`src/rtl/ringbuf_pkg.sv`:
```
package ringbuf_pkg;

	// Sample and ring geometry
	localparam int unsigned sample_w = 12;
	localparam int unsigned ring_aw = 12;  // 4096 entries

	// Event window placement
	localparam int unsigned pre_trig = 8;  // Samples before the trigger

	// Backlog level that raises warn
	localparam int unsigned warn_level = 3328;

	localparam int unsigned evt_num_w = 16;

	// Queue depths
	localparam int unsigned trig_q_depth = 8;
	localparam int unsigned out_q_depth = 8;

	// One pending trigger, 28 bits
	typedef struct packed {
		logic [evt_num_w-1:0] evt_num;
		logic [ring_aw-1:0]   start_addr;
	} trig_rec_t;

	// One word of the output stream, 18 bits
	// Header carries the event number, a sample word carries the sample zero extended
	typedef struct packed {
		logic        hdr;
		logic        last;
		logic [15:0] data;
	} out_word_t;

endpackage
```
`src/rtl/ring_sample_writer.sv`:
```
module ring_sample_writer import ringbuf_pkg::*; (
	input  logic                CLK,
	input  logic                RST_RESYNC,
	input  logic [sample_w-1:0] sample_data,
	input  logic                sample_valid,
	input  logic                trig,
	output logic                we,
	output logic [ring_aw-1:0]  waddr,
	output logic [sample_w-1:0] wdata,
	input  logic                trig_q_full,
	output logic                trig_q_push,
	output trig_rec_t           trig_q_rec,
	output logic [ring_aw:0]    wr_count,
	input  logic [ring_aw-1:0]  oldest_start,
	input  logic                oldest_valid,
	output logic                warn
);

	logic [evt_num_w-1:0] evt_num;       // Next event number to hand out
	logic [ring_aw-1:0]   start_addr;
	logic [ring_aw-1:0]   backlog;
	logic                 warn_next;

	// Write pointer is the low part of the written-sample count
	assign waddr = wr_count[ring_aw-1:0];
	assign we    = sample_valid;
	assign wdata = sample_data;

	always_ff @(posedge CLK or posedge RST_RESYNC) begin
		if (RST_RESYNC) begin
			wr_count <= '0;
		end else if (sample_valid) begin
			wr_count <= wr_count + 1'b1;  // Wraps with the ring, one extra bit
		end
	end

	// Window start, wraps modulo the ring size
	assign start_addr = waddr - ring_aw'(pre_trig);

	// Dropped triggers while full take no number
	assign trig_q_push = trig & ~trig_q_full;

	assign trig_q_rec.evt_num    = evt_num;
	assign trig_q_rec.start_addr = start_addr;

	always_ff @(posedge CLK or posedge RST_RESYNC) begin
		if (RST_RESYNC) begin
			evt_num <= '0;
		end else if (trig_q_push) begin
			evt_num <= evt_num + 1'b1;
		end
	end

	// Samples written since the oldest pending window start
	assign backlog   = waddr - oldest_start;
	assign warn_next = oldest_valid && (backlog > ring_aw'(warn_level));

	always_ff @(posedge CLK or posedge RST_RESYNC) begin
		if (RST_RESYNC) begin
			warn <= 1'b0;
		end else begin
			warn <= warn_next;
		end
	end

endmodule

```
`config.mk`:
```
export PLATFORM = sky130hd
export DESIGN_NAME = ring_sample_writer
export DESIGN_NICKNAME = d
export VERILOG_FILES = /design/src/rtl/ringbuf_pkg.sv /design/src/rtl/ring_sample_writer.sv
export SDC_FILE = /design/constraint.sdc
export NUM_CORES = 1
export LEC_CHECK = 0
export BUFFER_PORTS_ARGS = -buffer_cell sky130_fd_sc_hd__buf_2
export CORE_MARGIN = 5
export CORE_UTILIZATION = 35
export CTS_CLUSTER_DIAMETER = 120
export CTS_CLUSTER_SIZE = 8
export DETAILED_ROUTE_END_ITERATION = 8
export SYNTH_ARGS = -nofsm -noshare
export SYNTH_HDL_FRONTEND = slang
export SYNTH_SLANG_ARGS = --single-unit
```
`constraint.sdc`:
```
create_clock -name CLK -period 4.9 [get_ports CLK]
set_input_delay 0.245 -clock CLK [delete_from_list [all_inputs] [get_ports CLK]]
set_output_delay 0.245 -clock CLK [all_outputs]
set_load 0.02 [all_outputs]
```
After elaboration in Yosys (flattened, before gate mapping)
Index checks and enable logic that the tools add are counted.
{ "op_classes": {"n_addsub": 4, "n_lt_le_gt_ge": 1, "bitwise_logic": 2, "reduce_logical": 1} }
{ "op_table": {"columns": ["op", "count"], "rows": [
  ["$add 16x1->16 const B", 1],
  ["$add 13x1->13 const B", 1],
  ["$gt 12x12->1 const B", 1],
  ["$sub 12x12->12", 1],
  ["$sub 12x4->12 const B", 1],
  ["$and 1x1->1", 1],
  ["$logic_and 1x1->1", 1],
  ["$not 1->1", 1]
]} }
{ "totals": {"reg_bits": 30, "input_bits": 30, "out_inout_bits": 68} }

Longest topological paths before layout
{ "logic_depth": {"word_depth": 3, "ltp_mapped": 10, "ltp_nobuf": 10} }

Least setup slack after synthesis
OpenSTA, ideal clock, no wires.
{ "synth_path": {"path_type": "reg2reg", "from": "reg wr_count[0]", "to": "reg warn", "setup_time_ps": 140, "arrival_time_ps": 2254, "required_time_ps": 4760, "setup_slack_ps": 2506, "stages_incl_launch_ff": 11, "path_buffers": 0, "path_cell_list": "dfrtp_1 inv_1 ha_1 inv_1 fa_1 a211oi_1 o211ai_1 a31o_2 a21oi_1 xor2_1 a211oi_2"} }
{ "synth_via": {"elab_chain_len": 3} }
{ "synth_lines": {"columns": ["item", "line_no", "rtl"], "rows": [
  ["from (decl)", "ring_sample_writer.sv:13", "output logic [ring_aw:0] wr_count,"],
  ["from (signal assigned)", "ring_sample_writer.sv:33", "wr_count <= wr_count + 1'b1;"],
  ["$sub 12x12->12", "ring_sample_writer.sv:55", "assign backlog = waddr - oldest_start;"],
  ["$gt 12x12->1", "ring_sample_writer.sv:56", "assign warn_next = oldest_valid && (backlog > ring_aw'(warn_level));"],
  ["$logic_and 1x1->1", "ring_sample_writer.sv:56", null],
  ["via warn_next", "ring_sample_writer.sv:22", "logic warn_next;"],
  ["to (signal assigned)", "ring_sample_writer.sv:62", "warn <= warn_next;"],
  ["to (decl)", "ring_sample_writer.sv:16", "output logic warn"]
]} }
The timed path passes the listed nets, and every way through them passes these cells.
A chain may end at the register's enable or synchronous reset.

Worst setup path after layout
Same ends and word-level chain as after synthesis.

==> results by group <==
Worst setup path
  • Crit path kind: reg -> reg
  • CP Data Required Time: approximately 5000 ps
  • Crit path top cell by count: inv_1
  • Worst EP arrival: about 2700 ps
  • Largest incremental delay on the critical path: approximately 450 ps
  • Worst reg2reg path startpoint: wr_count[0]$_DFFE_PP0P_
  • R2R setup slack: between 2000 and 2500 ps
  • Family with the most delay on the worst path: compound AO/OA/AOI/OAI gates
  • CP bufs+invs: 2
  • CP startpoint kind: flip-flop
  • CP Max Fanout: 7
  • Critical R2R Capture: warn$_DFF_PP0_
  • R2R depth: 10
  • Worst-path cell chain: inv_1 > ha_1 > inv_1 > fa_1 > a211oi_1 > o211ai_1 > a31o_2 > a21oi_1 > xor2_1 > a211oi_2
  • Crit. End Element: flip-flop
  • Cell at the slowest stage of the critical path: dfrtp_1

Timing
  • Fin. max-slew vios: 0
  • Final Hold Vio Count: 0
  • Worst Max-Slew Pin Slew: 499 ps
  • Normalized max-slew margin: ~67%
  • Period utilization: approximately half
  • Hold Slack: 22.2 ps
  • RSZ-0062 raised after global routing: false
  • Setup total negative slack: 0 ps
  • Clock Skew: roughly 3.6 ps
  • Final setup fails: 0
  • F_max: ~400 MHz
  • Min Tclk post-route: between 2000 and 3000 ps

Floorplanning
  • Die height: about 90 um
  • Row cnt: 29
  • Io pins: 98
  • Die width: between 80 and 90 um
  • Core Area: 0.00628 sq mm
  • Die area: approximately 0.008 sq mm
  • Starting Density: between 30% and 40%

Run
  • Max Cap Viol: 0

Placement
  • Final GP Congestion: 0.798
  • Port buffer count: 73
  • DP Wirelength: 3800 um
  • Post-place instance area: ~0.0024 sq mm

GRT
  • Global route overflow: 0
  • Largest net degree at the start of global routing: 31
  • Initial antenna violation count: 0
  • Vias in the first global route: 1632
  • Total track usage: 12.3%
  • First-pass GRT wire length: 7630 um

Pwr
  • Power Dens Cells: approximately 550 mW/mm^2
  • Worst vdd ir: slightly above 0.3 mV
  • Total leakage power: between 1 and 1.5 nW

Worst hold path
  • Hold Path Class: in -> async

Logic synthesis
  • Mapped cell area: between 0.002 and 0.0025 sq mm
  • Async S/R FF share, synth: between 90% and 100%
  • Synth top area share: between 30 and 40%
  • Sequential fraction of the synthesis area: around 34%
  • Most common cell in the netlist: dfrtp_1
  • Synth area leader: dfrtp_1
  • Cells after synthesis: about 240
  • Yosys reg bits: 30
  • Top cells by count, synth: 30 x dfrtp_1, 28 x buf_4, 24 x xnor2_1
  • Yosys warnings: 0
  • Post-Syn Area per Cell: 9.22 sq um
  • Number of synthesized flops with an enable pin: 0
  • Prevailing post-synth register cell: dfrtp_1
  • Synth cell types: 40
  • Main area contributors after synthesis: dfrtp_1 34%, buf_4 9.5%, xnor2_1 9.5%, ha_1 8.5%, xor2_1 6.7%
  • Synthesized Nets: approximately 290

Detailed routing
  • First drt pass iteration count: 4
  • DR iter-0 viols: 53
  • Vias: approximately 1800
  • Via density: just under 5
  • Final wirelength: just under 5000 um
  • ANT nets after route: 0
  • Post-DR wirelength/cell: 13.3 um
  • Residual DRC count: 0

Outcome
  • Status: completed

Clock tree
  • Maximum clock insertion buffer count: 2
  • Clock Sinks: 30
  • Setup Buffers After CTS: 0
  • Clock Latency Late Sink: 280 ps
  • Clk root buf: clkbuf_8
  • Post-CTS Hold Buffers: 0
  • Post-CTS Resized: 0
  • CTS buffer count: 5
  • Htree depth: 2
  • Worst-path clk slew: roughly 70 ps
  • CTS tree: done

Layout
  • Share of cells above drive strength 1: approximately 31%
  • Layout fillers: between 600 and 700
  • Fin area: 0.00255 sq mm
  • Nets: ~330
  • Synth-to-layout area growth: 15.0%
  • Antenna cells: 0
[final cells by class]
class	instances	area [sq um]	share of cell area (%)
well taps	77	96.3	3.77
repair buffers	74	373	14.6
flip-flops and latches	30	751	29.4
clock inverters	3	40.0	1.57
clock buffers	5	68.8	2.69
multi-input cells	156	1150	45.0
inverters	20	75.1	2.94
[flip-flops by register name, summed over array words and instances (netlist names)]
register  flops
evt_num      16
warn          1
wr_count     13
[placed cells by master (no fill, tap or decap), types with 5 or more instances in the layout]
cell type / count
dfrtp_1: 30
nor2_1: 15
buf_2: 73
ha_1: 15
xor2_1: 17
nand3_1: 10
inv_1: 20
a21oi_1: 11
clkbuf_8: 5
nand4_1: 7
xnor2_1: 24
nand2_1: 19
[power by group]
part / leakage, nW / internal (mW) / switching (mW)
registers: 0.391 / 0.300 / 0.105
clock network: 0.0579 / 0.149 / 0.0940
logic: 0.912 / 0.294 / 0.472
[worst register-to-register path, delay by kind of cell (launching register included)]
family | cells | cell delay, ps
xor+xnor | 1 | 190
fa+ha+maj | 2 | 570
buf+inv | 2 | 140
flops | 1 | 450
compound gates | 5 | 1030
[through the flow]
stage / power (mW) / util, % / setup WS (ps) / cells
after global placement: 1.17 / 38.9 / 2470 / 357
after CTS: 1.44 / 40.7 / 2380 / 365
after global routing: 1.53 / 40.7 / 2110 / 365
after detailed placement: 1.18 / 38.9 / 2380 / 357
final: 1.41 / 40.7 / 2390 / 365
after floorplan: 1.02 / - / 2510 / 241
[per-layer routing]
layer  wire length (um)  track usage, %  share of wire, %
met4                 50            4.19               1.0
met3                492            4.84                10
met5                  0               0                 0
met2               2240            19.5                46
met1               2060            15.4                43
[worst max-delay path by stage]
stage,startpoint,to,slack [ps],depth (start not counted)
5_1_grt,wr_count[0]$_DFFE_PP0P_,warn$_DFF_PP0_,2110,10
2_1_floorplan,wr_count[0]$_DFFE_PP0P_,warn$_DFF_PP0_,2510,10
3_5_place_dp,wr_count[0]$_DFFE_PP0P_,warn$_DFF_PP0_,2380,10
3_3_place_gp,wr_count[0]$_DFFE_PP0P_,warn$_DFF_PP0_,2470,10
4_1_cts,wr_count[0]$_DFFE_PP0P_,warn$_DFF_PP0_,2380,10
6_report,wr_count[0]$_DFFE_PP0P_,warn$_DFF_PP0_,2390,10
[cell families after synthesis]
kind of cell    share of synthesized area [%]
compound gates                           9.52
xor+xnor                                 16.2
fa+ha+maj                                9.35
buf+inv                                  14.4
flops                                    33.8
mux                                      1.46
simple gates                             15.3
(Power assumes the default switching activity.)
