## config.mk

```make
export PLATFORM = sky130hd
export DESIGN_NAME = sync_fifo
export DESIGN_NICKNAME = d
export VERILOG_FILES = /design/src/rtl/sync_fifo.sv
export SDC_FILE = /design/constraint.sdc
export NUM_CORES = 1
export LEC_CHECK = 0
export BUFFER_PORTS_ARGS = -buffer_cell sky130_fd_sc_hd__buf_2
export CAP_MARGIN = 40
export CORE_ASPECT_RATIO = 0.8
export CORE_MARGIN = 1
export CORE_UTILIZATION = 50
export CTS_CLUSTER_SIZE = 40
export DETAILED_ROUTE_END_ITERATION = 16
export PLACE_DENSITY_LB_ADDON = 0.1
export SLEW_MARGIN = 10
export SYNTH_ARGS = -nofsm -noshare
export SYNTH_HDL_FRONTEND = slang
export SYNTH_SLANG_ARGS = --single-unit
```

## constraint.sdc

```tcl
create_clock -name CLK -period 3 [get_ports CLK]
set_input_delay 0.15 -clock CLK [delete_from_list [all_inputs] [get_ports CLK]]
set_output_delay 0.15 -clock CLK [all_outputs]
set_load 0.05 [all_outputs]
```

## src/rtl/sync_fifo.sv

```systemverilog
module sync_fifo #(
	parameter type payload_t = logic [7:0],
	parameter int  depth     = 8
) (
	input  logic                       CLK,
	input  logic                       RST_RESYNC,
	input  logic                       push,
	input  payload_t                   din,
	input  logic                       pop,
	output payload_t                   dout,
	output logic                       full,
	output logic                       empty,
	output logic [$clog2(depth+1)-1:0] free
);

	localparam int pw = $clog2(depth);
	localparam int cw = $clog2(depth+1);

	payload_t        store [depth];
	logic [pw-1:0]   wr_ptr;
	logic [pw-1:0]   rd_ptr;
	logic [cw-1:0]   count;   // Occupied slots
	logic            do_push;
	logic            do_pop;

	function automatic logic [pw-1:0] ptr_inc(input logic [pw-1:0] ptr);
		if (ptr == pw'(depth - 1)) begin
			return '0;
		end
		return ptr + 1'b1;
	endfunction

	assign do_push = push & ~full;
	assign do_pop  = pop & ~empty;

	always_ff @(posedge CLK) begin
		if (do_push) begin
			store[wr_ptr] <= din;
		end
	end

	always_ff @(posedge CLK or posedge RST_RESYNC) begin
		if (RST_RESYNC) begin
			wr_ptr <= '0;
			rd_ptr <= '0;
			count  <= '0;
		end else begin
			if (do_push) wr_ptr <= ptr_inc(wr_ptr);
			if (do_pop) rd_ptr <= ptr_inc(rd_ptr);
			if (do_push && !do_pop) begin
				count <= count + 1'b1;
			end else if (do_pop && !do_push) begin
				count <= count - 1'b1;
			end
		end
	end

	// First-word fall-through, head visible without a pop
	assign dout  = store[rd_ptr];
	assign empty = (count == '0);
	assign full  = (count == cw'(depth));
	assign free  = cw'(depth) - count;

endmodule

```

; ---- Yosys cells after proc, flatten, opt, wreduce, memory -nomap -nowiden
; Memory sizes are Yosys's and may differ from the RTL's.
; Cells that the tools add are included.
[classes]
mux = 12
n_eq_ne = 3
n_reduce_logical = 6
bitwise_logic = 4
add_sub_neg = 5
[op_table]
columns = cell, n
row1 = $mux W3, 4
row2 = $mux W4, 2
row3 = $add A3 B1 Y3 const B, 2
row4 = $eq A3 B3 Y1 const B, 2
row5 = $mux W1, 6
row6 = $add A4 B1 Y4 const B, 1
row7 = $eq A4 B4 Y1 const B, 1
row8 = $logic_not A4 Y1, 1
row9 = $sub A4 B1 Y4 const B, 1
row10 = $sub A4 B4 Y4 const A, 1
row11 = $and A1 B1 Y1, 2
row12 = $logic_and A1 B1 Y1, 2
row13 = $logic_not A1 Y1, 2
row14 = $not A1 Y1, 2
row15 = $reduce_bool A2 Y1, 1
[totals]
memories = 1
inputBits = 12
reg_bits = 10
elab_cells = 34
out_inout_bits = 14
mem_bits_rw = 64
[memory_table]
columns = memory, depth, word_bits, read_ports, rd_clocked_by_memory_dff, write_ports, line_no
row1 = store, 8, 8, 1, 0, 1, 19  ; payload_t store [depth];

; ---- Logic depth before layout (Yosys ltp)
; Gate-level depths: netlist of the first run.
[depth]
word_depth = 7
ltp_mapped = 11
mapped_depth_nobuf = 11

; ---- Least setup slack after synthesis of the first run
; No wires, ideal clock.
[synth_path]
path_kind = register to register
start = reg count[0]
end = reg count[3]
stages_incl_launch_ff = 12
setup_ns = 0.131
arrival_ns = 2.295
slack_ns = 0.574
t_required_ns = 2.869
path_buffers = 0
period_less_slack_ns = 2.426
path_cell_list = dfrtp_1 > inv_1 > ha_1 > nand3b_1 > nand2_1 > inv_1 > ha_1 > inv_1 > ha_1 > or4_1 > nand3_1 > o211ai_1
[synth_via]
elab_chain_len = 6
elab_cells_between_ends = 15
cone_classes = add/sub: 2 / eq/ne: 1 / mux: 2 / bitwise: 4 / reduce/logical: 6
[synth_rtl]
columns = item, line_no
row1 = from (decl), 22  ; logic [cw-1:0] count;
row2 = from (signal assigned), 51  ; count <= count + 1'b1;
row3 = from (signal assigned), 53  ; count <= count - 1'b1;
row4 = $eq A4 B4 Y1 (*), 61  ; assign full = (count == cw'(depth));
row5 = $not A1 Y1 (*), 33  ; assign do_push = push & ~full;
row6 = $and A1 B1 Y1 (*), 33
row7 = named net do_push, 23  ; logic do_push;
row8 = $logic_not A1 Y1, 52  ; end else if (do_pop && !do_push) begin
row9 = $logic_and A1 B1 Y1, 52
row10 = $reduce_bool A2 Y1 (no line), -
; The timed path passes the listed nets; every way through them passes the cells marked *. The select of a mux whose other input is x is not followed.
; A chain may end at the register's enable or synchronous reset.

; ---- Worst setup path after layout of the first run
; Ends and elaborated chain as after synthesis.

==> flow_summary.ini, run 1 <==
[outcome]
status = finished clean

[sta]
setup_viol = 0
period_share_pct = 92.2
finalWorstSetupSlack_ns = 0.233
finalHoldViolations = 0
tns_ns = 0
whs_ns = 0.0717
slew_viol_final = 0
min_period_ns = 2.77
finClkSkew_ns = 0.00919
worst_pin_slew_ns = 0.774
rsz0062_at_grt = false
max_freq_mhz = 361
maxSlewHeadroom_pct = 48.4

[clocking]
worstSkewPairLatency_ns = 0.34
path_clk_slew_ns = 0.07
cts_buffers = 9
cts_sinks = 74
cts_max_level = 3
root_buffer = clkbuf_8
postCtsSetupBuffers = 0
cts_tree = built
clock_path_buffers = 2
post_cts_resize_count = 0
ctsHoldBuffers = 1

[setup_path]
r2r-start = count[0]$_DFFE_PP0P_
r2r_slack_ns = 0.23
reg2reg_depth = 11
cp_top_family = adder cells
critical_path.slowest_cell = dfrtp_1
crit_path_end_kind = flop
worstSetupPathType = flop to flop
critPathMaxFanout = 8
path_buf_inv = 3
worstPathArrival_ns = 3.02
critPathLaunchType = flop
crit-reg2reg-capture = count[3]$_DFFE_PP0P_
path_cells = inv_1, ha_1, nand3b_1, nand2_1, inv_1, ha_1, inv_1, ha_1, a21oi_1, a2111o_1, o211ai_1
worst-path-stages = 11
max_stage_delay_ns = 0.49
worstPathRequired_ns = 3.25

[final_layout]
design_area_um2 = 3650
syn_to_final_growth_pct = 14.0
layout-drive-gt1-share_pct = 35.0
post-route-util_pct = 60.4
n_antenna_cell = 0
fillers = 456
fin_nets = 230

[yosys]
syn_area_um2 = 3200
syn_avg_cell_area_um2 = 19.0
ys_seq_area_share_pct = 67.9
yosys_warnings = 0
async_flop_share_pct = 13.5
synth_edf_count = 64
synth_cell_types = 33
yosysTopAreaCell = edfxtp_1
synthTopCellsByCount = edfxtp_1 (64), dfrtp_1 (10)
synth-main-ff-cell = edfxtp_1
synth_seq_cells = 74
synth_most_common_cell = edfxtp_1
mappedNetlistNets = 189
synth_top_area_share_pct = 60.1
synth_area_leaders = edfxtp_1 (60%), dfrtp_1 (7.8%), mux4_1 (6.6%)
synthCells = 168

[routing]
drtIter0Drc = 108
dr_total_vias = 1611
post_drt_via_cell_ratio = 5.46
ant_nets = 0
drc = 0
avgRoutedWirePerCell_um = 18.4
wirelength_mm = 5.42
drt_first_pass_iters = 4

[hold_path]
hold_start = din[6]
whs_path_depth = 1
hp-class = primary input to flop
holdPathEnd = store[6][6]$_DFFE_PP_

[power]
max-vdd-ir-drop_v = 0.000760
leakage_uw = 0.00136
power.density_nw_per_um2 = 1090

[global_routing]
overflow = 0
grt.total_usage_pct = 18.4
first_global_vias = 1708
use_met3_pct = 6.11
grt_antenna_before_repair = 0
grt_pass1_wl_mm = 8.72
grt_max_degree = 19
grt_util_met1_pct = 23.2
grtUsageMet2_pct = 30.2
top_usage_layer = met2

[place]
placed_area_um2 = 3470
portBuffers = 25
place.gp.congestion = 0.731
dp_slack_ns = 0.259
dp.final_hpwl_mm = 3.70

[die]
dieArea_um2 = 6720
initial_core_util_pct = 53.0
die_width_um = 91.4
pin_count = 26
core_area_um2 = 6040
rows = 25
die_h_um = 73.5

[flow_run]
cap_violations = 0
[metal layers]
| metal | part of all wire [%] | vias to the layer above |
|---|---|---|
| met5 | 0 | - |
| li1 | - | 759 |
| met4 | 1.1 | 0 |
| met3 | 4.4 | 6 |
| met2 | 50 | 28 |
| met1 | 44 | 818 |
[power breakdown]
part           switching (uW)  internal, uW  total (uW)
registers                 239          1320        1560
clock network             351           296         647
logic                    1000           742        1750
[worst register-to-register path: cells and delay by family (launching register included)]
family,cells,cell delay (ns)
DFF,1,0.49
AOI/OAI and AO/OA,3,0.65
buffers and inverters,3,0.33
and+or+nand+nor,2,0.34
adders and majority gates,3,0.88
[layout by cell type (no fill, tap or decap), types with 3 or more instances in the layout]
cell type   n
buf_2      25
buf_4      11
clkbuf_8    9
clkinv_2    3
dfrtp_1    10
edfxtp_1   64
ha_1        8
inv_1       6
mux2_2      7
mux2_4      8
mux4_1      8
mux4_2      8
nand2_1     3
nand2b_1    3
nand3_1     4
nand3b_1    3
nor2_1      6
nor3_1      6
xnor2_1     3
[final cells by class]
type / instances / area [um2] / area share, %
Clock inverter: 7 / 43.8 / 1.20
Multi-Input combinational cell: 80 / 945 / 25.9
Tap cell: 81 / 101 / 2.78
Clock buffer: 9 / 124 / 3.40
Inverter: 6 / 22.5 / 0.618
Sequential cell: 74 / 2170 / 59.6
Timing Repair Buffer: 38 / 238 / 6.52
[how the worst max path moves through the flow]
stage                         start              endpoint  slack, ns
2_1_floorplan  count[0]$_DFFE_PP0P_  count[3]$_DFFE_PP0P_       0.57
3_5_place_dp   count[0]$_DFFE_PP0P_  count[3]$_DFFE_PP0P_       0.26
6_report       count[0]$_DFFE_PP0P_  count[3]$_DFFE_PP0P_       0.23
3_3_place_gp   count[0]$_DFFE_PP0P_  count[3]$_DFFE_PP0P_       0.44
4_1_cts        count[0]$_DFFE_PP0P_  count[3]$_DFFE_PP0P_       0.24
5_1_grt        count[0]$_DFFE_PP0P_  count[3]$_DFFE_PP0P_       0.03
[state kept, by name, indices dropped and copies added (netlist names)]
| register | flops |
|---|---|
| count | 4 |
| rd_ptr | 3 |
| store | 64 |
| wr_ptr | 3 |
[per-stage QoR]
stage | power (uW) | instances
finish | 3960 | 295
detailed placement | 3350 | 278
CTS | 4000 | 295
global route | 4170 | 295
floorplan | 2970 | 168
global placement | 3300 | 278
[cell families (layout without fill, tap and decap cells)]
logic type	count (synthesis)	after routing	share of synthesized area (%)
flip-flops	74	74	67.9
XOR/XNOR	4	4	1.10
multiplexers	32	32	18.7
buffers and inverters	14	60	2.54
AND/OR/NAND/NOR	29	29	4.73
AO/OA/AOI/OAI	6	6	1.21
adder cells (fa/ha/maj)	9	9	3.76
(Power assumes the default switching activity.)
==> run 2, diff against run 1 <==
--- a/config.mk
+++ b/config.mk
@@ -9,7 +9,8 @@
 export CAP_MARGIN = 40
 export CORE_ASPECT_RATIO = 0.8
 export CORE_MARGIN = 1
-export CORE_UTILIZATION = 50
+export CORE_UTILIZATION = 30
+export CTS_BUF_LIST = sky130_fd_sc_hd__clkbuf_4 sky130_fd_sc_hd__clkbuf_8
 export CTS_CLUSTER_SIZE = 40
 export DETAILED_ROUTE_END_ITERATION = 16
 export PLACE_DENSITY_LB_ADDON = 0.1
==> flow_summary.ini, run 2 (synthesis results as in run 1) <==
[setup_path]
critPathLaunchType = flop
crit_path_end_kind = flop
worstPathArrival_ns = 2.96
worstPathRequired_ns = 3.21
worstSetupPathType = flop to flop
critPathMaxFanout = 8

[place]
portBuffers = 25
place.gp.congestion = 0.759
dp.final_hpwl_mm = 3.90

[sta]
min_period_ns = 2.75
maxSlewHeadroom_pct = 48.3
setup_viol = 0
period_share_pct = 91.7
max_freq_mhz = 364
worst_pin_slew_ns = 0.775
whs_ns = 0.0763
rsz0062_at_grt = false
tns_ns = 0
finalHoldViolations = 0
finClkSkew_ns = 0.00980
slew_viol_final = 0

[power]
combPwrFrac_pct = 43.4
power.density_nw_per_um2 = 1090
power.internal_uw = 2440
power_uw = 4060
p_sw_share_pct = 39.9
switching_power_uw = 1620
max-vdd-ir-drop_v = 0.000306
power_frac_seq_pct = 37.8
power.share.clock_pct = 18.9
leakage_uw = 0.00136

[die]
core_area_um2 = 10300
pin_count = 26
dieArea_um2 = 11100
die_width_um = 117
initial_core_util_pct = 31.0
rows = 33
die_h_um = 94.4

[clocking]
cts_buffers = 9
cts_max_level = 3
cts_tree = built
cts_sinks = 74
postCtsSetupBuffers = 0
clock_path_buffers = 2
root_buffer = clkbuf_8
worstSkewPairLatency_ns = 0.34
path_clk_slew_ns = 0.08

[routing]
wirelength_mm = 6.04
post_drt_via_cell_ratio = 4.62
drt_first_pass_iters = 4
highest_layer = met4
dr_total_vias = 1626
dr_wl_met3_um = 227
avgRoutedWirePerCell_um = 17.2
ant_nets = 0
drtIter0Drc = 120
drc = 0
met2WireLength_mm = 2.99
wl_met1_mm = 2.75

[final_layout]
layout_common_cells = edfxtp_1 (64), buf_2 (25), buf_4 (10)
mostFrequentLayoutCell = edfxtp_1
reg_top3 = store x64, count x4
largest_register_ffs = 64
syn_to_final_growth_pct = 16.5
n_antenna_cell = 0
multi_input_area_um2 = 945
area.sequential_um2 = 2170
fin_nets = 228
layout-drive-gt1-share_pct = 35.4
max_flop_register = store
fillers = 991

[global_routing]
grt.total_usage_pct = 12.0
grt_antenna_before_repair = 0
grt_pass1_wl_mm = 9.38
overflow = 0
first_global_vias = 1669
grt_max_degree = 20

[flow_run]
cap_violations = 0

[hold_path]
hp-class = primary input to flop

[outcome]
status = finished clean
-- run 2: critical path: stages (launching register included) --
cell,delay (ns)
dfrtp_2,0.47
inv_1,0.08
ha_1,0.19
nand3b_1,0.14
nand2_1,0.28
inv_1,0.08
ha_1,0.27
inv_1,0.16
ha_1,0.32
or4_1,0.43
nand3_1,0.11
o211ai_1,0.08
-- run 2: cell type report --
type                            instances  share of cell area, %
Clock buffer                           10                   3.53
Clock inverter                          6                   1.81
Tap cell                              140                   4.70
Inverter                                6                  0.605
Timing Repair Buffer                   36                   5.64
Multi-Input combinational cell         80                   25.4
Sequential cell                        74                   58.3
-- run 2: per-layer routing --
layer  global-route usage, %  up-vias
met2                    19.7       35
met4                    4.22        0
li1                        -      749
met5                       0        -
met1                    14.9      834
met3                    3.99        8
-- run 2: per-stage QoR --
stage,std cells,utilization (%),instance area [um2],setup slack [ns]
floorplan,168,-,3200,0.574
global placement,335,34.0,3510,0.429
detailed placement,335,34.0,3510,0.220
CTS,352,36.1,3720,0.198
global route,352,36.1,3720,0.0515
finish,352,36.1,3720,0.250
-- run 2: what timing repair did --
action | in CTS | in global routing
endpoints found under the hold margin | 10 | 0
hold buffers | 1 | 0
gates resized for setup | 0 | 1
endpoints found under the setup margin | 0 | 1
-- run 2: power by group through the flow --
stage	clock network (uW)	registers [uW]	logic [uW]
after floorplan	0	1430	1540
after global placement	0	1540	1740
after detailed placement	0	1560	1780
after CTS	789	1540	1790
after global routing	837	1570	1890
final	766	1530	1760
-- run 2: worst paths after layout --
kind                                       from                     to  slack, ns  cells after the start
min reg2reg                count[0]$_DFFE_PP0P_   count[0]$_DFFE_PP0P_       0.59                      1
min in group asynchronous            RST_RESYNC  wr_ptr[2]$_DFFE_PP0P_       0.34                      3
max reg2reg                count[0]$_DFFE_PP0P_   count[3]$_DFFE_PP0P_       0.25                     11
min                                      din[1]  store[4][1]$_DFFE_PP_       0.08                      1
max                        count[0]$_DFFE_PP0P_   count[3]$_DFFE_PP0P_       0.25                     11
max in group asynchronous            RST_RESYNC   count[0]$_DFFE_PP0P_       2.34                      3
==> run 3, diff against run 2 <==
--- a/config.mk
+++ b/config.mk
@@ -9,7 +9,7 @@
 export CAP_MARGIN = 40
 export CORE_ASPECT_RATIO = 0.8
 export CORE_MARGIN = 1
-export CORE_UTILIZATION = 30
+export CORE_UTILIZATION = 46
 export CTS_BUF_LIST = sky130_fd_sc_hd__clkbuf_4 sky130_fd_sc_hd__clkbuf_8
 export CTS_CLUSTER_SIZE = 40
 export DETAILED_ROUTE_END_ITERATION = 16
==> constraint.sdc (replaced) <==
create_clock -name CLK -period 2.6 [get_ports CLK]
set_input_delay 0.13 -clock CLK [delete_from_list [all_inputs] [get_ports CLK]]
set_output_delay 0.13 -clock CLK [all_outputs]
set_load 0.05 [all_outputs]
==> flow_summary.ini, run 3 (synthesis results as in run 1) <==
[setup_path]
worstPathArrival_ns = 2.72
cp_top_family = adder cells
r2r-start = count[1]$_DFFE_PP0P_
critPathLaunchType = flop
crit_path_start = count[1]$_DFFE_PP0P_
max_stage_delay_ns = 0.45
path_buf_inv = 2
critical_path.slowest_cell = dfrtp_2
path_cells = inv_1, ha_1, nand2b_1, o21ai_1, ha_2, inv_1, ha_1, a21oi_1, a2111o_1, o211ai_1
worstSetupPathType = flop to flop
critPathMaxFanout = 6
crit_path_end_kind = flop
worstPathRequired_ns = 2.86

[sta]
finalHoldViolations = 0
tns_ns = 0
max_freq_mhz = 405
period_share_pct = 94.9
maxSlewHeadroom_pct = 46.8
worst_pin_slew_ns = 0.797
whs_ns = 0.0527
slew_viol_final = 0
rsz0062_at_grt = false
finClkSkew_ns = 0.00956
min_period_ns = 2.47
setup_viol = 0

[final_layout]
syn_to_final_growth_pct = 15.1
layout_common_cells = edfxtp_1 (64), buf_2 (25), buf_4 (12)
design_area_um2 = 3680
mostFrequentLayoutCell = edfxtp_1
post-route-util_pct = 56.3
max_flop_register = store
reg_top3 = store x64, count x4
fillers = 497
fin_nets = 230
largest_register_ffs = 64
n_antenna_cell = 0
layout-drive-gt1-share_pct = 35.0

[routing]
dr_total_vias = 1645
post_drt_via_cell_ratio = 5.52
drc = 0
drtIter0Drc = 61
wl_met1_mm = 2.37
highest_layer = met4
ant_nets = 0
wirelength_mm = 5.54
avgRoutedWirePerCell_um = 18.6
drt_first_pass_iters = 4
dr_wl_met3_um = 312
met2WireLength_mm = 2.77

[global_routing]
grt_antenna_before_repair = 0
grt_max_degree = 20
overflow = 0
grt_pass1_wl_mm = 8.59
grt.total_usage_pct = 16.9
first_global_vias = 1665

[power]
power.density_nw_per_um2 = 1290
max-vdd-ir-drop_v = 0.000638
leakage_uw = 0.00137

[place]
dp.final_hpwl_mm = 3.71
place.gp.congestion = 0.775
portBuffers = 25
placed_area_um2 = 3460

[clocking]
worstSkewPairLatency_ns = 0.34
path_clk_slew_ns = 0.07
cts_sinks = 74
cts_tree = built
cts_buffers = 9
root_buffer = clkbuf_8
cts_max_level = 3
clock_path_buffers = 2

[die]
die_width_um = 95.2
core_area_um2 = 6540
die_h_um = 76.6
pin_count = 26
rows = 26
dieArea_um2 = 7290
initial_core_util_pct = 48.9

[hold_path]
hp-class = primary input to flop
hold_start = din[3]

[flow_run]
cap_violations = 0

[outcome]
status = finished clean
-- run 3: changes by cell type in the layout (fill, tap and decap cells not counted), sizes merged --
| cell | delta |
|---|---|
| clkinv | +1 |
| clkbuf | -1 |
| clkinvlp | -1 |
| buf | +2 |
| bufinv | +1 |
-- run 3: timing repair --
item | in CTS | in global routing
endpoints found under the hold margin | 10 | 0
buffers inserted | 0 | 0
resized for setup | 0 | 2
hold buffers | 1 | 0
setup endpoints to repair | 0 | 1
-- run 3: worst paths after layout --
path	end	slack, ns	cells after the start
max	count[3]$_DFFE_PP0P_	0.13	10
min	store[4][3]$_DFFE_PP_	0.05	1
max reg2reg	count[3]$_DFFE_PP0P_	0.13	10
min reg2reg	count[1]$_DFFE_PP0P_	0.60	1
max in group asynchronous	count[1]$_DFFE_PP0P_	1.96	3
min in group asynchronous	count[0]$_DFFE_PP0P_	0.32	3
-- run 3: report_power, final --
part	internal [uW]	total (uW)	leakage (uW)	switching, uW
combinational	848	2060	0.000570	1210
clock	528	915	0.000102	387
sequential	1530	1760	0.000699	230
-- run 3: final cells by class --
cell class                      instances  area [um2]  share of cell area, %
Clock inverter                          7        83.8                   2.28
Inverter                                6        22.5                  0.612
Tap cell                               84         105                   2.86
Timing Repair Buffer                   38         225                   6.12
Multi-Input combinational cell         80         947                   25.7
Sequential cell                        74        2170                   59.0
Clock buffer                            9         124                   3.37
-- run 3: metrics by stage --
step	setup WS, ns	power, uW	cells
floorplan	0.174	3430	168
global placement	0.287	3760	281
detailed placement	0.0952	3850	281
CTS	0.0667	4770	298
global route	0.00852	4970	298
finish	0.133	4740	298
-- run 3: layer usage --
metal  track usage [%]  vias to the layer above
met5                 0                        -
met1              22.1                      825
met3              5.79                       19
met4              5.76                        0
met2              26.3                       50
li1                  -                      751
