[config.mk]
export PLATFORM = sky130hd
export DESIGN_NAME = ring_readout_fsm
export DESIGN_NICKNAME = d
export VERILOG_FILES = /design/src/rtl/ringbuf_pkg.sv /design/src/rtl/ring_readout_fsm.sv
export SDC_FILE = /design/constraint.sdc
export NUM_CORES = 1
export LEC_CHECK = 0
export ABC_AREA = 1
export BUFFER_PORTS_ARGS = -buffer_cell sky130_fd_sc_hd__buf_2
export CORE_AREA = 2 2 79 81
export DETAILED_ROUTE_END_ITERATION = 8
export DIE_AREA = 0 0 81 83
export GPL_TIMING_DRIVEN = 0
export PLACE_DENSITY = 0.78
export SETUP_SLACK_MARGIN = 0.02
export SYNTH_ARGS = -nofsm -noshare
export SYNTH_HDL_FRONTEND = slang
export SYNTH_SLANG_ARGS = --single-unit
[constraint.sdc]
create_clock -name CLK -period 4.4 [get_ports CLK]
set_input_delay 0.44 -clock CLK [delete_from_list [all_inputs] [get_ports CLK]]
set_output_delay 0.44 -clock CLK [all_outputs]
set_load 0.01 [all_outputs]
[src/rtl/ringbuf_pkg.sv]
package ringbuf_pkg;

	// Sample and ring geometry
	localparam int unsigned sample_w = 12;
	localparam int unsigned ring_aw = 12;  // 4096 entries

	// Event window placement
	localparam int unsigned pre_trig = 8;  // Samples before the trigger

	// Backlog level that raises warn
	localparam int unsigned warn_level = 3328;

	localparam int unsigned evt_num_w = 16;

	// Queue depths
	localparam int unsigned trig_q_depth = 8;
	localparam int unsigned out_q_depth = 8;

	// One pending trigger, 28 bits
	typedef struct packed {
		logic [evt_num_w-1:0] evt_num;
		logic [ring_aw-1:0]   start_addr;
	} trig_rec_t;

	// One word of the output stream, 18 bits
	// Header carries the event number, a sample word carries the sample zero extended
	typedef struct packed {
		logic        hdr;
		logic        last;
		logic [15:0] data;
	} out_word_t;

endpackage
[src/rtl/ring_readout_fsm.sv]
module ring_readout_fsm import ringbuf_pkg::*; (
	input  logic                           CLK,
	input  logic                           RST_RESYNC,
	input  logic [6:0]                     samp_max,
	input  trig_rec_t                      trig_q_rec,
	input  logic                           trig_q_empty,
	output logic                           trig_q_pop,
	input  logic [ring_aw:0]               wr_count,
	output logic [ring_aw-1:0]             raddr,
	input  logic [sample_w-1:0]            rdata,
	input  logic [$clog2(out_q_depth+1)-1:0] out_q_free,
	output logic                           out_q_push,
	output out_word_t                      out_q_word
);

	localparam int fw = $clog2(out_q_depth+1);

	typedef enum logic [1:0] {
		st_idle,
		st_header,
		st_sampling
	} state_t;

	state_t          state;
	logic [ring_aw:0] rd_pos;      // Read position, same range as wr_count
	logic [ring_aw:0] cand_pos;
	logic [ring_aw:0] cand_diff;
	logic [ring_aw:0] load_pos;
	logic [6:0]      smp_cnt;      // Reads issued in this event
	logic [6:0]      cnt_max;
	logic            rd_valid;     // Read data arrives this cycle
	logic            rd_last;
	logic            room;
	logic            sample_ready;
	logic            hdr_push;
	logic            rd_issue;
	logic            rd_final;
	out_word_t       hdr_word;
	out_word_t       smp_word;

	// Rebuild the top bit of the start position from the write count
	// Start is never more than one ring behind the writer
	assign cand_pos  = {wr_count[ring_aw], trig_q_rec.start_addr};
	assign cand_diff = wr_count - cand_pos;
	assign load_pos  = cand_diff[ring_aw] ? {~wr_count[ring_aw], trig_q_rec.start_addr}
	                                      : cand_pos;

	// A word still in the read pipe needs a slot too
	assign room         = (out_q_free > fw'(rd_valid));
	assign sample_ready = (rd_pos != wr_count);  // Sample at rd_pos already written

	assign hdr_push = (state == st_header) && room;
	assign rd_issue = (state == st_sampling) && room && sample_ready;
	assign rd_final = (smp_cnt == cnt_max - 7'd1);

	assign raddr      = rd_pos[ring_aw-1:0];
	assign trig_q_pop = rd_issue && rd_final;  // Record leaves with its last read

	always_ff @(posedge CLK or posedge RST_RESYNC) begin
		if (RST_RESYNC) begin
			state   <= st_idle;
			rd_pos  <= '0;
			smp_cnt <= '0;
			cnt_max <= 7'd1;
		end else begin
			case (state)
				st_idle: begin
					if (!trig_q_empty) state <= st_header;
				end
				st_header: begin
					if (hdr_push) begin
						cnt_max <= samp_max;  // Held for the whole event
						rd_pos  <= load_pos;
						smp_cnt <= '0;
						state   <= st_sampling;
					end
				end
				st_sampling: begin
					if (rd_issue) begin
						rd_pos  <= rd_pos + 1'b1;
						smp_cnt <= smp_cnt + 1'b1;
						if (rd_final) state <= st_idle;
					end
				end
				default: state <= st_idle;
			endcase
		end
	end

	// Tracks the ring read latency
	always_ff @(posedge CLK or posedge RST_RESYNC) begin
		if (RST_RESYNC) begin
			rd_valid <= 1'b0;
			rd_last  <= 1'b0;
		end else begin
			rd_valid <= rd_issue;
			rd_last  <= rd_issue && rd_final;
		end
	end

	assign hdr_word.hdr  = 1'b1;
	assign hdr_word.last = 1'b0;
	assign hdr_word.data = 16'(trig_q_rec.evt_num);

	assign smp_word.hdr  = 1'b0;
	assign smp_word.last = rd_last;
	assign smp_word.data = {4'b0000, rdata};

	// Header and sample pushes never share a cycle, idle sits between events
	assign out_q_push = hdr_push | rd_valid;
	assign out_q_word = hdr_push ? hdr_word : smp_word;

endmodule

## Yosys cells after proc, flatten, opt, wreduce, memory -nomap -nowiden

Index checks and enable logic that the tools add are counted.
W data, S select, Z words.

| operators by class | value |
|---|---|
| multiplexer cells | 13 |
| order comparisons | 1 |
| add/subtract/negate cells | 4 |
| eq/ne operators | 8 |
| reduce and logical (&&, ||, !) cells | 9 |
| bitwise logic cells | 2 |

Operators by type and width:

| operator | count |
|---|---|
| $mux W13 | 3 |
| $pmux W13 S2 | 1 |
| $mux W18 | 1 |
| $mux W7 | 2 |
| $pmux W7 S2 | 1 |
| $add A13 B1 Y13 const B | 1 |
| $ne A13 B13 Y1 | 1 |
| $sub A13 B13 Y13 | 1 |
| $mux W2 | 4 |
| $ne A2 B2 Y1 const B | 4 |
| $add A7 B1 Y7 const B | 1 |
| $eq A7 B7 Y1 | 1 |
| $sub A7 B1 Y7 const B | 1 |
| $pmux W2 S3 | 1 |
| $gt A4 B1 Y1 | 1 |
| $logic_and A1 B1 Y1 | 4 |
| $reduce_and A4 Y1 | 1 |
| $reduce_and A3 Y1 | 1 |
| $eq A2 B1 Y1 const B | 1 |
| $eq A2 B2 Y1 const B | 1 |
| $logic_not A2 Y1 | 1 |
| $reduce_and A2 Y1 | 1 |
| $reduce_bool A2 Y1 | 1 |
| $not A1 Y1 | 1 |
| $or A1 B1 Y1 | 1 |

| word-level totals | value |
|---|---|
| output and inout port bits | 32 |
| flip-flop bits (word level) | 31 |
| logic and storage cells | 43 |
| input bits | 67 |

## Longest topological paths before layout

Gate-level depths: netlist of run 1.

| depth | value |
|---|---|
| depth in word-level cells | 5 |
| mapped depth | 13 |
| gate-level depth less buffers | 13 |

## Least setup slack after synthesis of run 1

Ideal clock, no wire load.

| path | value |
|---|---|
| kind | register to output |
| start | register cnt_max[0] |
| end | output trig_q_pop |
| arrival time | 1,738 ps |
| setup slack | 2,222 ps |
| stages on the path, launching flop included | 8 |
| data required time | 3,960 ps |
| path buffers | 0 |
| cells stage by stage | dfstp_2 inv_1 ha_1 nand2_1 or3b_2 nor2_1 nand3_1 nor2_1 |

| between the ends | value |
|---|---|
| word-level cells in the longest chain between the ends | 3 |

Ends and longest elaborated chain:

| element | RTL line | text |
|---|---|---|
| start, declared | ring_readout_fsm.sv:30 | `logic [6:0] cnt_max;` |
| start signal, assigned | ring_readout_fsm.sv:72 | `cnt_max <= samp_max;` |
| $sub A7 B1 Y7 | ring_readout_fsm.sv:54 | `assign rd_final = (smp_cnt == cnt_max - 7'd1);` |
| $eq A7 B7 Y1 | ring_readout_fsm.sv:54 |  |
| $logic_and A1 B1 Y1 | ring_readout_fsm.sv:57 | `assign trig_q_pop = rd_issue && rd_final;` |
| end, declared | ring_readout_fsm.sv:7 | `output logic trig_q_pop,` |

No other way between the ends.

## Final worst setup path of run 1

Same ends and word-level chain as after synthesis.

==> metrics.yaml, run 1 <==
wire_per_inst_um: 11.9
drc: 0
status: "completed"
crit_arrival_ns: 2.31
ys_seq_area_share_pct: 27.6
wl_mm: 7.44
synthMuxAreaShare_pct: 0
critPathSlowestCell: "dfstp_2"
cts-buffers-inserted: 5
cp_slowest_stage_delay_ns: 0.54
tightest_slew_ns: 0.724
setup_viol: 0
power_density_nw_per_um2: 545
synth_edf_count: 0
die_x_um: 81
ys_ff_latch: 31
grt_pass1_vias: 2981
hold_path_class: "in -> async"
p_leak_nw: 2.06
clock_sinks: 31
cts_hold_buf: 0
clock_skew_ns: 0.00418
grt_max_degree: 32
cts.repair.resized: 0
final_cell_area_um2: 3500
ys.flop_type: "dfrtp_1"
cp_top_family: "simple AND/OR/NAND/NOR gates"
viasPerCell: 4.92
coreArea_um2: 5820
cts.htree.levels: 2
synthXorXnorAreaFrac_pct: 5.77
cts_buffer_depth: 2
clk_latency_ns: 0.28
synth_top_family_by_area: "simple AND/OR/NAND/NOR gates"
grtUsageTotal_pct: 22.8
worst-setup-path-type: "reg -> out"
synth_cells: 442
reg2reg_from: "cnt_max[0]"
ys_warn_count: 0
ir_drop_uv: 257
syn_avg_cell_area_um2: 6.37
hold_viol_final: 0
crit_chain: "inv_1, ha_1, nor2_1, or3b_2, nor2_1, nand3_1, nor2_1, buf_2"
diodes: 0
drive_above_1_share_pct: 25.9
antenna_found_initial: 0
synth_area_leaders: "dfrtp_1 27%, nand2_1 22%, nand3_1 8.5%"
synth-simple-area-share_pct: 39.0
numPortBuffers: 98
clk_pin_slew_ns: 0.06
post_cts_buffers: 0
dieArea_um2: 6720
place_hpwl_mm: 5.92
cts_tree: "yes"
slew_violations: 0
crit_path_frequent_cell: "nor2_1"
synth-async-reset-ratio_pct: 100
synth-compound-area-share_pct: 6.93
cp_data_required_time_ns: 3.96
endpoint_kind: "output port"
drt_iter0_drc: 137
min_period_ns: 2.75
die_height_um: 83
rows: 28
synth_top_area_share_pct: 26.6
final_antenna_net_count: 0
cts_root_buf: "clkbuf_8"
hold-worst-slack_ns: 0.271
relSlewSlack_pct: 51.7
rsz0062_at_grt: "false"
finalNetCount: 630
fmax_mhz: 363
place_area_um2: 3400
cap_violations: 0
syn_area_um2: 2820
grt_overflow: 0
first_pass_iters: 5
synth_area_leader_cell: "dfrtp_1"
setup.worst_path.start: "cnt_max[0]"
synth_fa_ha_area_share_pct: 6.66
syn_nets: 524
timing.critical_path.buf_inv: 2
start_util_pct: 48.5
area_growth_pct: 24.2
period_share_pct: 62.6
num_vias: 3072
tns_ns: 0
crit_path_start_kind: "flop"
crit_fanout: 5
gp_congestion: 0.832
io_pins: 99
grt_pass1_wl_mm: 12.4
yosys.cell_types.count: 30
synth_stat cells (all sizes together), types with 2 or more instances:
cell type	count
buf	23
nand2	164
inv	54
or2	4
ha	15
nor2	33
dfrtp	30
clkbuf	4
nand3b	2
o21ai	26
nand3	48
xor2	7
a21oi	6
nand4	5
xnor2	9
nor3	4
through the flow:
step	total power (W)	util [%]	setup WS (ns)	std cells
after floorplan	0.00137	-	2.22	442
after global placement	0.00165	58.5	1.93	615
after detailed placement	0.00168	58.5	1.95	615
after CTS	0.00191	59.9	1.66	623
after global routing	0.00210	60.2	1.54	624
final	0.00191	60.2	1.65	624
where the power goes:
| part | internal, W | total, W | switching (W) |
|---|---|---|---|
| logic | 0.000491 | 0.00113 | 0.000643 |
| clock network | 0.000111 | 0.000215 | 0.000104 |
| registers | 0.000403 | 0.000556 | 0.000153 |
cell families (layout without fill, tap and decap cells):
family	Yosys count	after routing
buffers and inverters	81	188
adders and majority gates	15	15
AOI/OAI and AO/OA	37	37
and+or+nand+nor	261	261
DFF	31	31
xor gates and xnor gates	17	17
path summary, 6_finish.rpt:
| check | end | slack (ns) | depth (start not counted) |
|---|---|---|---|
| worst max-delay path | trig_q_pop | 1.65 | 8 |
| worst min-delay path | state[0] | 0.27 | 2 |
| worst max register to register | rd_last | 2.44 | 7 |
| worst min register to register | state[0] | 0.49 | 1 |
| max in group asynchronous | smp_cnt[2] | 3.58 | 3 |
| min in group CLK | cnt_max[6] | 0.35 | 3 |
per-layer routing:
metal  wire length, um  up-vias  global-route usage [%]
li1                  -     1587                       -
met1              3020     1366                    25.4
met2              3850      112                    43.7
met3               493        7                    2.72
met4                72        0                    7.24
met5                 0        -                       0
state kept, by name, indices dropped and copies added (netlist names):
signal    count
state         2
smp_cnt       7
cnt_max       7
rd_last       1
rd_pos       13
rd_valid      1
placed cells by master (no fill, tap or decap), types with 5 or more instances in the layout:
cell      Yosys  routed
a21oi_1       6       6
nor2_1       31      31
clkbuf_8      0       5
o21ai_0      21      21
o21ai_1       5       5
nand4_1       5       5
buf_2         4     102
nand3_1      48      48
xnor2_1       9       9
dfrtp_1      30      30
buf_4        15      15
inv_1        50      50
clkbuf_1      4       6
ha_1         15      15
nand2_1     162     162
xor2_1        7       7
worst register-to-register path, stage by stage (launching register included):
cell and delay, ns:
dfstp_2 0.54, inv_1 0.08, ha_1 0.31, nor2_1 0.06
or3b_2 0.50, nor2_1 0.13, nand3_1 0.08, nor2_1 0.18
cell type report:
cell class	count	area, um^2
Fill cell	593	2320
Multi-Input combinational cell	330	1650
Sequential cell	31	777
Timing Repair Buffer	99	505
Inverter	54	203
Buffer	27	193
Tap cell	75	93.8
Clock buffer	7	76.3
Clock inverter	1	5.00
No activity file was read; power rests on OpenSTA's default activity.
==> run 2, diff against run 1 <==
clock period = 2.7 ns   (was 4.4 ns; I/O delays follow)
==> run 2 against run 1 <==
Sequential share of layout area is essentially flat. Critical path depth is the same. First-iteration DRC count shrank 1.5%. Clock-buffer cell count is the same. Core utilization is essentially flat. Sequential power grew 63%. Via count grew 0.55%. Worst hold slack lost 0.17 ns. Die area is the same. Flip-flop and latch count is the same. Final area is essentially flat. Critical path type unchanged.
==> metrics.yaml, run 2 (synthesized netlist as in run 1, its figures left out) <==
timing.critical_path.buf_inv: 2  # unchanged
power_density_nw_per_um2: 888  # +63%
clk_pin_slew_ns: 0.06  # about the same
crit_arrival_ns: 2.29  # -0.02 ns
cts_hold_buf: 0  # unchanged
mostFrequentLayoutCell: "nand2_1"
grt_max_degree: 32  # unchanged
cts_buffer_depth: 2  # unchanged
p_sw_w: 0.00147  # +64%
worst-setup-path-type: "reg -> out"
drt_iter0_drc: 135  # -1.5%
antenna_found_initial: 0  # unchanged
area_growth_pct: 24.2  # about the same
cts-buffers-inserted: 5  # unchanged
crit_fanout: 5  # unchanged
place_hpwl_mm: 5.92  # unchanged
hold-worst-slack_ns: 0.101  # -0.170 ns
drc: 0  # unchanged
cts_tree: "yes"
tns_ns: 0  # unchanged
min_period_ns: 2.56
wl_mm: 7.46  # +0.27%
cts.htree.levels: 2  # unchanged
reg2reg_from: "cnt_max[0]"
hold_viol_final: 0  # unchanged
seqPwrFrac_pct: 29.2  # about the same
hold_path_class: "in -> async"
crit_chain: "inv_1, ha_1, nor2_1, or3b_2, nor2_1, nand3_1, nor2_2, buf_2"
cap_violations: 0  # unchanged
internal-power_w: 0.00164  # +63%
clock_sinks: 31  # unchanged
rsz0062_at_grt: "false"
grt_pass1_vias: 2981  # unchanged
ir_drop_uv: 421  # +64%
final_antenna_net_count: 0  # unchanged
reg_top3: "rd_pos x13, cnt_max x7, smp_cnt x7"
p_leak_nw: 2.06  # about the same
viasPerCell: 4.95  # +0.55%
finalNetCount: 630  # unchanged
start_util_pct: 48.5  # unchanged
layout_common_cells: "162 x nand2_1, 102 x buf_2, 50 x inv_1, 48 x nand3_1"
gp_congestion: 0.832  # unchanged
status: "completed"
grt_overflow: 0  # unchanged
numPortBuffers: 98  # unchanged
die_height_um: 83  # unchanged
grt_pass1_wl_mm: 12.4  # unchanged
cts_root_buf: "clkbuf_8"
tightest_slew_ns: 0.724  # +0.000183 ns
pre_cts_ws_ns: 0.486  # -1.46 ns
setup.worst_path.start: "cnt_max[0]"
cp_top_family: "simple AND/OR/NAND/NOR gates"
clock_skew_ns: 0.00503  # +0.000851 ns
wire_per_inst_um: 12.0  # +0.27%
clk_latency_ns: 0.28  # about the same
io_pins: 99  # unchanged
dieArea_um2: 6720  # unchanged
cp_slowest_stage_delay_ns: 0.54  # about the same
num_vias: 3089  # +0.55%
combinationalPowerShare_pct: 59.6  # about the same
drive_above_1_share_pct: 26.0  # +0.18 points
cp_data_required_time_ns: 2.43  # -1.53 ns
place_area_um2: 3400  # unchanged
slew_violations: 0  # unchanged
die_x_um: 81  # unchanged
crit_path_start_kind: "flop"
endpoint_kind: "output port"
crit_path_frequent_cell: "nor2_1"
critPathSlowestCell: "dfstp_2"
relSlewSlack_pct: 51.7  # about the same
fillers: 592  # -0.17%
pwr-share-clk_pct: 11.3  # about the same
largest_register: "rd_pos"
period_share_pct: 94.8
fmax_mhz: 391
largest_reg_flops: 13  # unchanged
setup_ws_ns: 0.140  # -1.51 ns
setup_viol: 0  # unchanged
final_cell_area_um2: 3500  # about the same
rows: 28  # unchanged
grtUsageTotal_pct: 22.8  # unchanged
swShare_pct: 47.3  # +0.076 points
final_util_pct: 60.2  # about the same
first_pass_iters: 4  # -1
diodes: 0  # unchanged
coreArea_um2: 5820  # unchanged
run 2: cell counts in the layout (fill, tap and decap cells not counted):
Identical to the previous run, type by type.
run 2: final cells by class:
class | count | area (um^2) | share of cell area (%)
Inverter | 54 | 203 | 5.79
Sequential cell | 31 | 777 | 22.2
Timing Repair Buffer | 99 | 505 | 14.4
Tap cell | 75 | 93.8 | 2.68
Multi-Input combinational cell | 330 | 1650 | 47.1
Clock inverter | 1 | 5.00 | 0.143
Clock buffer | 7 | 76.3 | 2.18
Buffer | 27 | 193 | 5.50
run 2: path summary, 6_finish.rpt:
path                              end  depth (start not counted)  slack [ns]
setup / recovery           trig_q_pop                          8        0.14
hold / removal               state[0]                          2        0.10
setup reg to reg              rd_last                          7        0.76
hold reg to reg              state[0]                          1        0.49
max in group asynchronous  smp_cnt[2]                          3        2.05
min in group CLK           cnt_max[6]                          3        0.18
run 2: what timing repair did:
item                                    CTS  global route
endpoints found under the setup margin    0             1
gates resized for setup                   0             1
buffers inserted                          0             0
run 2: power by group through the flow:
stage | Combinational (W) | Sequential, W | Clock, W
3_3_place_gp | 0.00178 | 0.000901 | 0
2_1_floorplan | 0.00139 | 0.000836 | 0
4_1_cts | 0.00186 | 0.000901 | 0.000361
5_1_grt | 0.00210 | 0.000941 | 0.000380
6_report | 0.00185 | 0.000907 | 0.000351
3_5_place_dp | 0.00184 | 0.000909 | 0
run 2: per-stage QoR:
step | cells | total power [W]
final | 624 | 0.00311
after global routing | 624 | 0.00342
after CTS | 623 | 0.00312
after detailed placement | 615 | 0.00275
after global placement | 615 | 0.00269
after floorplan | 442 | 0.00222
run 2: metal layers:
metal,track usage (%),wire [um]
met1,25.4,3020
met3,2.72,503
met2,43.7,3870
met5,0,0
met4,7.24,72
==> run 3, diff against run 2 <==
PLACE_DENSITY = default   (was 0.78)
PLACE_DENSITY_LB_ADDON = 0.05   (was default)
==> run 3 against run 2 <==
Wire length shrank 2.8%. Total power rose by 1.3%. Final area up 0.89%. Worst hold slack worse by 0.017 ns. Sequential power down 0.9%. Clock power increased by 15%. First-iteration DRC count down 21%. Combinational power about the same.
==> metrics.yaml, run 3 (synthesized netlist as in run 1, its figures left out) <==
drc: 0  # unchanged
diodes: 0  # unchanged
fmax_mhz: 401  # +2.6%
cap_violations: 0  # unchanged
reg_top3: "rd_pos x13, cnt_max x7, smp_cnt x7"
viasPerCell: 4.87  # -1.7%
start_util_pct: 48.5  # unchanged
rows: 28  # unchanged
final_cell_area_um2: 3530  # +0.89%
power_density_nw_per_um2: 892  # +0.36%
final_antenna_net_count: 0  # unchanged
status: "completed"
grtUsageTotal_pct: 22.4  # -0.45 points
final_util_pct: 60.7  # +0.54 points
clock_sinks: 31  # unchanged
wl_mm: 7.25  # -2.8%
slew_violations: 0  # unchanged
period_share_pct: 92.4  # -2.4 points
ir_drop_uv: 464  # +10%
gp_congestion: 0.868  # +4.3%
largest_reg_flops: 13  # unchanged
first_pass_iters: 4  # unchanged
drive_above_1_share_pct: 26.2  # +0.18 points
crit_path_start_kind: "flop"
finalNetCount: 630  # unchanged
place_area_um2: 3400  # unchanged
hold_path_class: "in -> async"
setup_viol: 0  # unchanged
fillers: 589  # -0.51%
cts-buffers-inserted: 5  # unchanged
min_period_ns: 2.50  # -0.0641 ns
tns_ns: 0  # unchanged
cp_data_required_time_ns: 2.43  # about the same
relSlewSlack_pct: 53.3  # +1.6 points
worst-setup-path-type: "reg -> out"
rrSetupSlack_ns: 0.82  # +0.06 ns
clk_pin_slew_ns: 0.07  # about the same
numPortBuffers: 98  # unchanged
mostFrequentLayoutCell: "nand2_1"
cp_slowest_stage_delay_ns: 0.54  # about the same
hold_viol_final: 0  # unchanged
area_growth_pct: 25.4
cts_buffer_depth: 2  # unchanged
largest_register: "rd_pos"
clock_skew_ns: 0.00593  # +0.000904 ns
tightest_slew_ns: 0.700  # -0.0245 ns
cts_tree: "yes"
rr_worst_depth: 7  # unchanged
crit_fanout: 5  # unchanged
cts_root_buf: "clkbuf_8"
rsz0062_at_grt: "false"
endpoint_kind: "output port"
num_vias: 3036  # -1.7%
dieArea_um2: 6720  # unchanged
grt_overflow: 0  # unchanged
coreArea_um2: 5820  # unchanged
crit_arrival_ns: 2.23  # -0.06 ns
wire_per_inst_um: 11.6  # -2.8%
place_hpwl_mm: 5.75  # -2.8%
clk_latency_ns: 0.28  # about the same
drt_iter0_drc: 106  # -21%
layout_common_cells: "162 x nand2_1, 102 x buf_2, 50 x inv_1, 48 x nand3_1"
cts.htree.levels: 2  # unchanged
final_cell_count_no_fill: 624  # unchanged
hold-worst-slack_ns: 0.0839  # -0.0170 ns
io_pins: 99  # unchanged
die_height_um: 83  # unchanged
p_leak_nw: 2.07  # +0.71%
grt_max_degree: 32  # unchanged
die_x_um: 81  # unchanged
crit_chain: "inv_1, ha_1, nand2_1, or3b_2, nor2_1, nand3_1, nor2_2, buf_2"
grt_pass1_vias: 2893  # -3.0%
antenna_found_initial: 0  # unchanged
grt_pass1_wl_mm: 12.0  # -2.7%
timing.rr.end: "rd_last"
critPathSlowestCell: "dfstp_2"
reg2reg_from: "cnt_max[0]"
dp.cells: 615  # unchanged
==> run 3: per-layer routing <==
layer	up-vias	track usage [%]	share of wire, %
li1	1587	-	-
met2	80	42.4	51
met4	0	6.01	0.87
met1	1364	25.0	43
met3	5	3.80	5.0
met5	-	0	0
==> run 3: per-stage QoR <==
stage | power (W) | setup slack (ns)
5_1_grt | 0.00347 | 0.0234
4_1_cts | 0.00316 | 0.150
3_3_place_gp | 0.00271 | 0.492
6_report | 0.00315 | 0.204
3_5_place_dp | 0.00275 | 0.478
2_1_floorplan | 0.00222 | 0.692
==> run 3: report_power, final <==
part,internal [W],total (W),switching (W)
logic,0.000802,0.00185,0.00104
clock network,0.000232,0.000404,0.000171
registers,0.000658,0.000899,0.000242
total,0.00169,0.00315,0.00146
==> run 3: worst max-delay path by stage <==
stage | to | startpoint | slack [ns]
2_1_floorplan | trig_q_pop | cnt_max[0] | 0.69
3_3_place_gp | trig_q_pop | cnt_max[0] | 0.49
3_5_place_dp | trig_q_pop | cnt_max[0] | 0.48
4_1_cts | trig_q_pop | cnt_max[0] | 0.15
5_1_grt | trig_q_pop | cnt_max[0] | 0.02
6_report | trig_q_pop | cnt_max[0] | 0.20
==> run 3: area by class of cell <==
class                   instances  area [um^2]  area share [%]
multi-input cells             330         1650            46.7
flip-flops and latches         31          777            22.0
repair buffers                 99          518            14.7
inverters                      54          203            5.74
plain buffers                  27          193            5.46
clock buffers                   8          100            2.83
well taps                      75         93.8            2.66
==> run 3: worst max-delay path: cells and delay by family (launching register included) <==
family                     cells  cell delay [ns]
adders and majority gates      1             0.32
and+or+nand+nor                5             0.86
DFF                            1             0.54
buffers and inverters          2             0.22
==> run 3: what timing repair did <==
item / CTS / global route
hold buffers: 0 / 0
setup endpoints to repair: 0 / 3
resized for setup: 0 / 2
setup buffers: 0 / 0
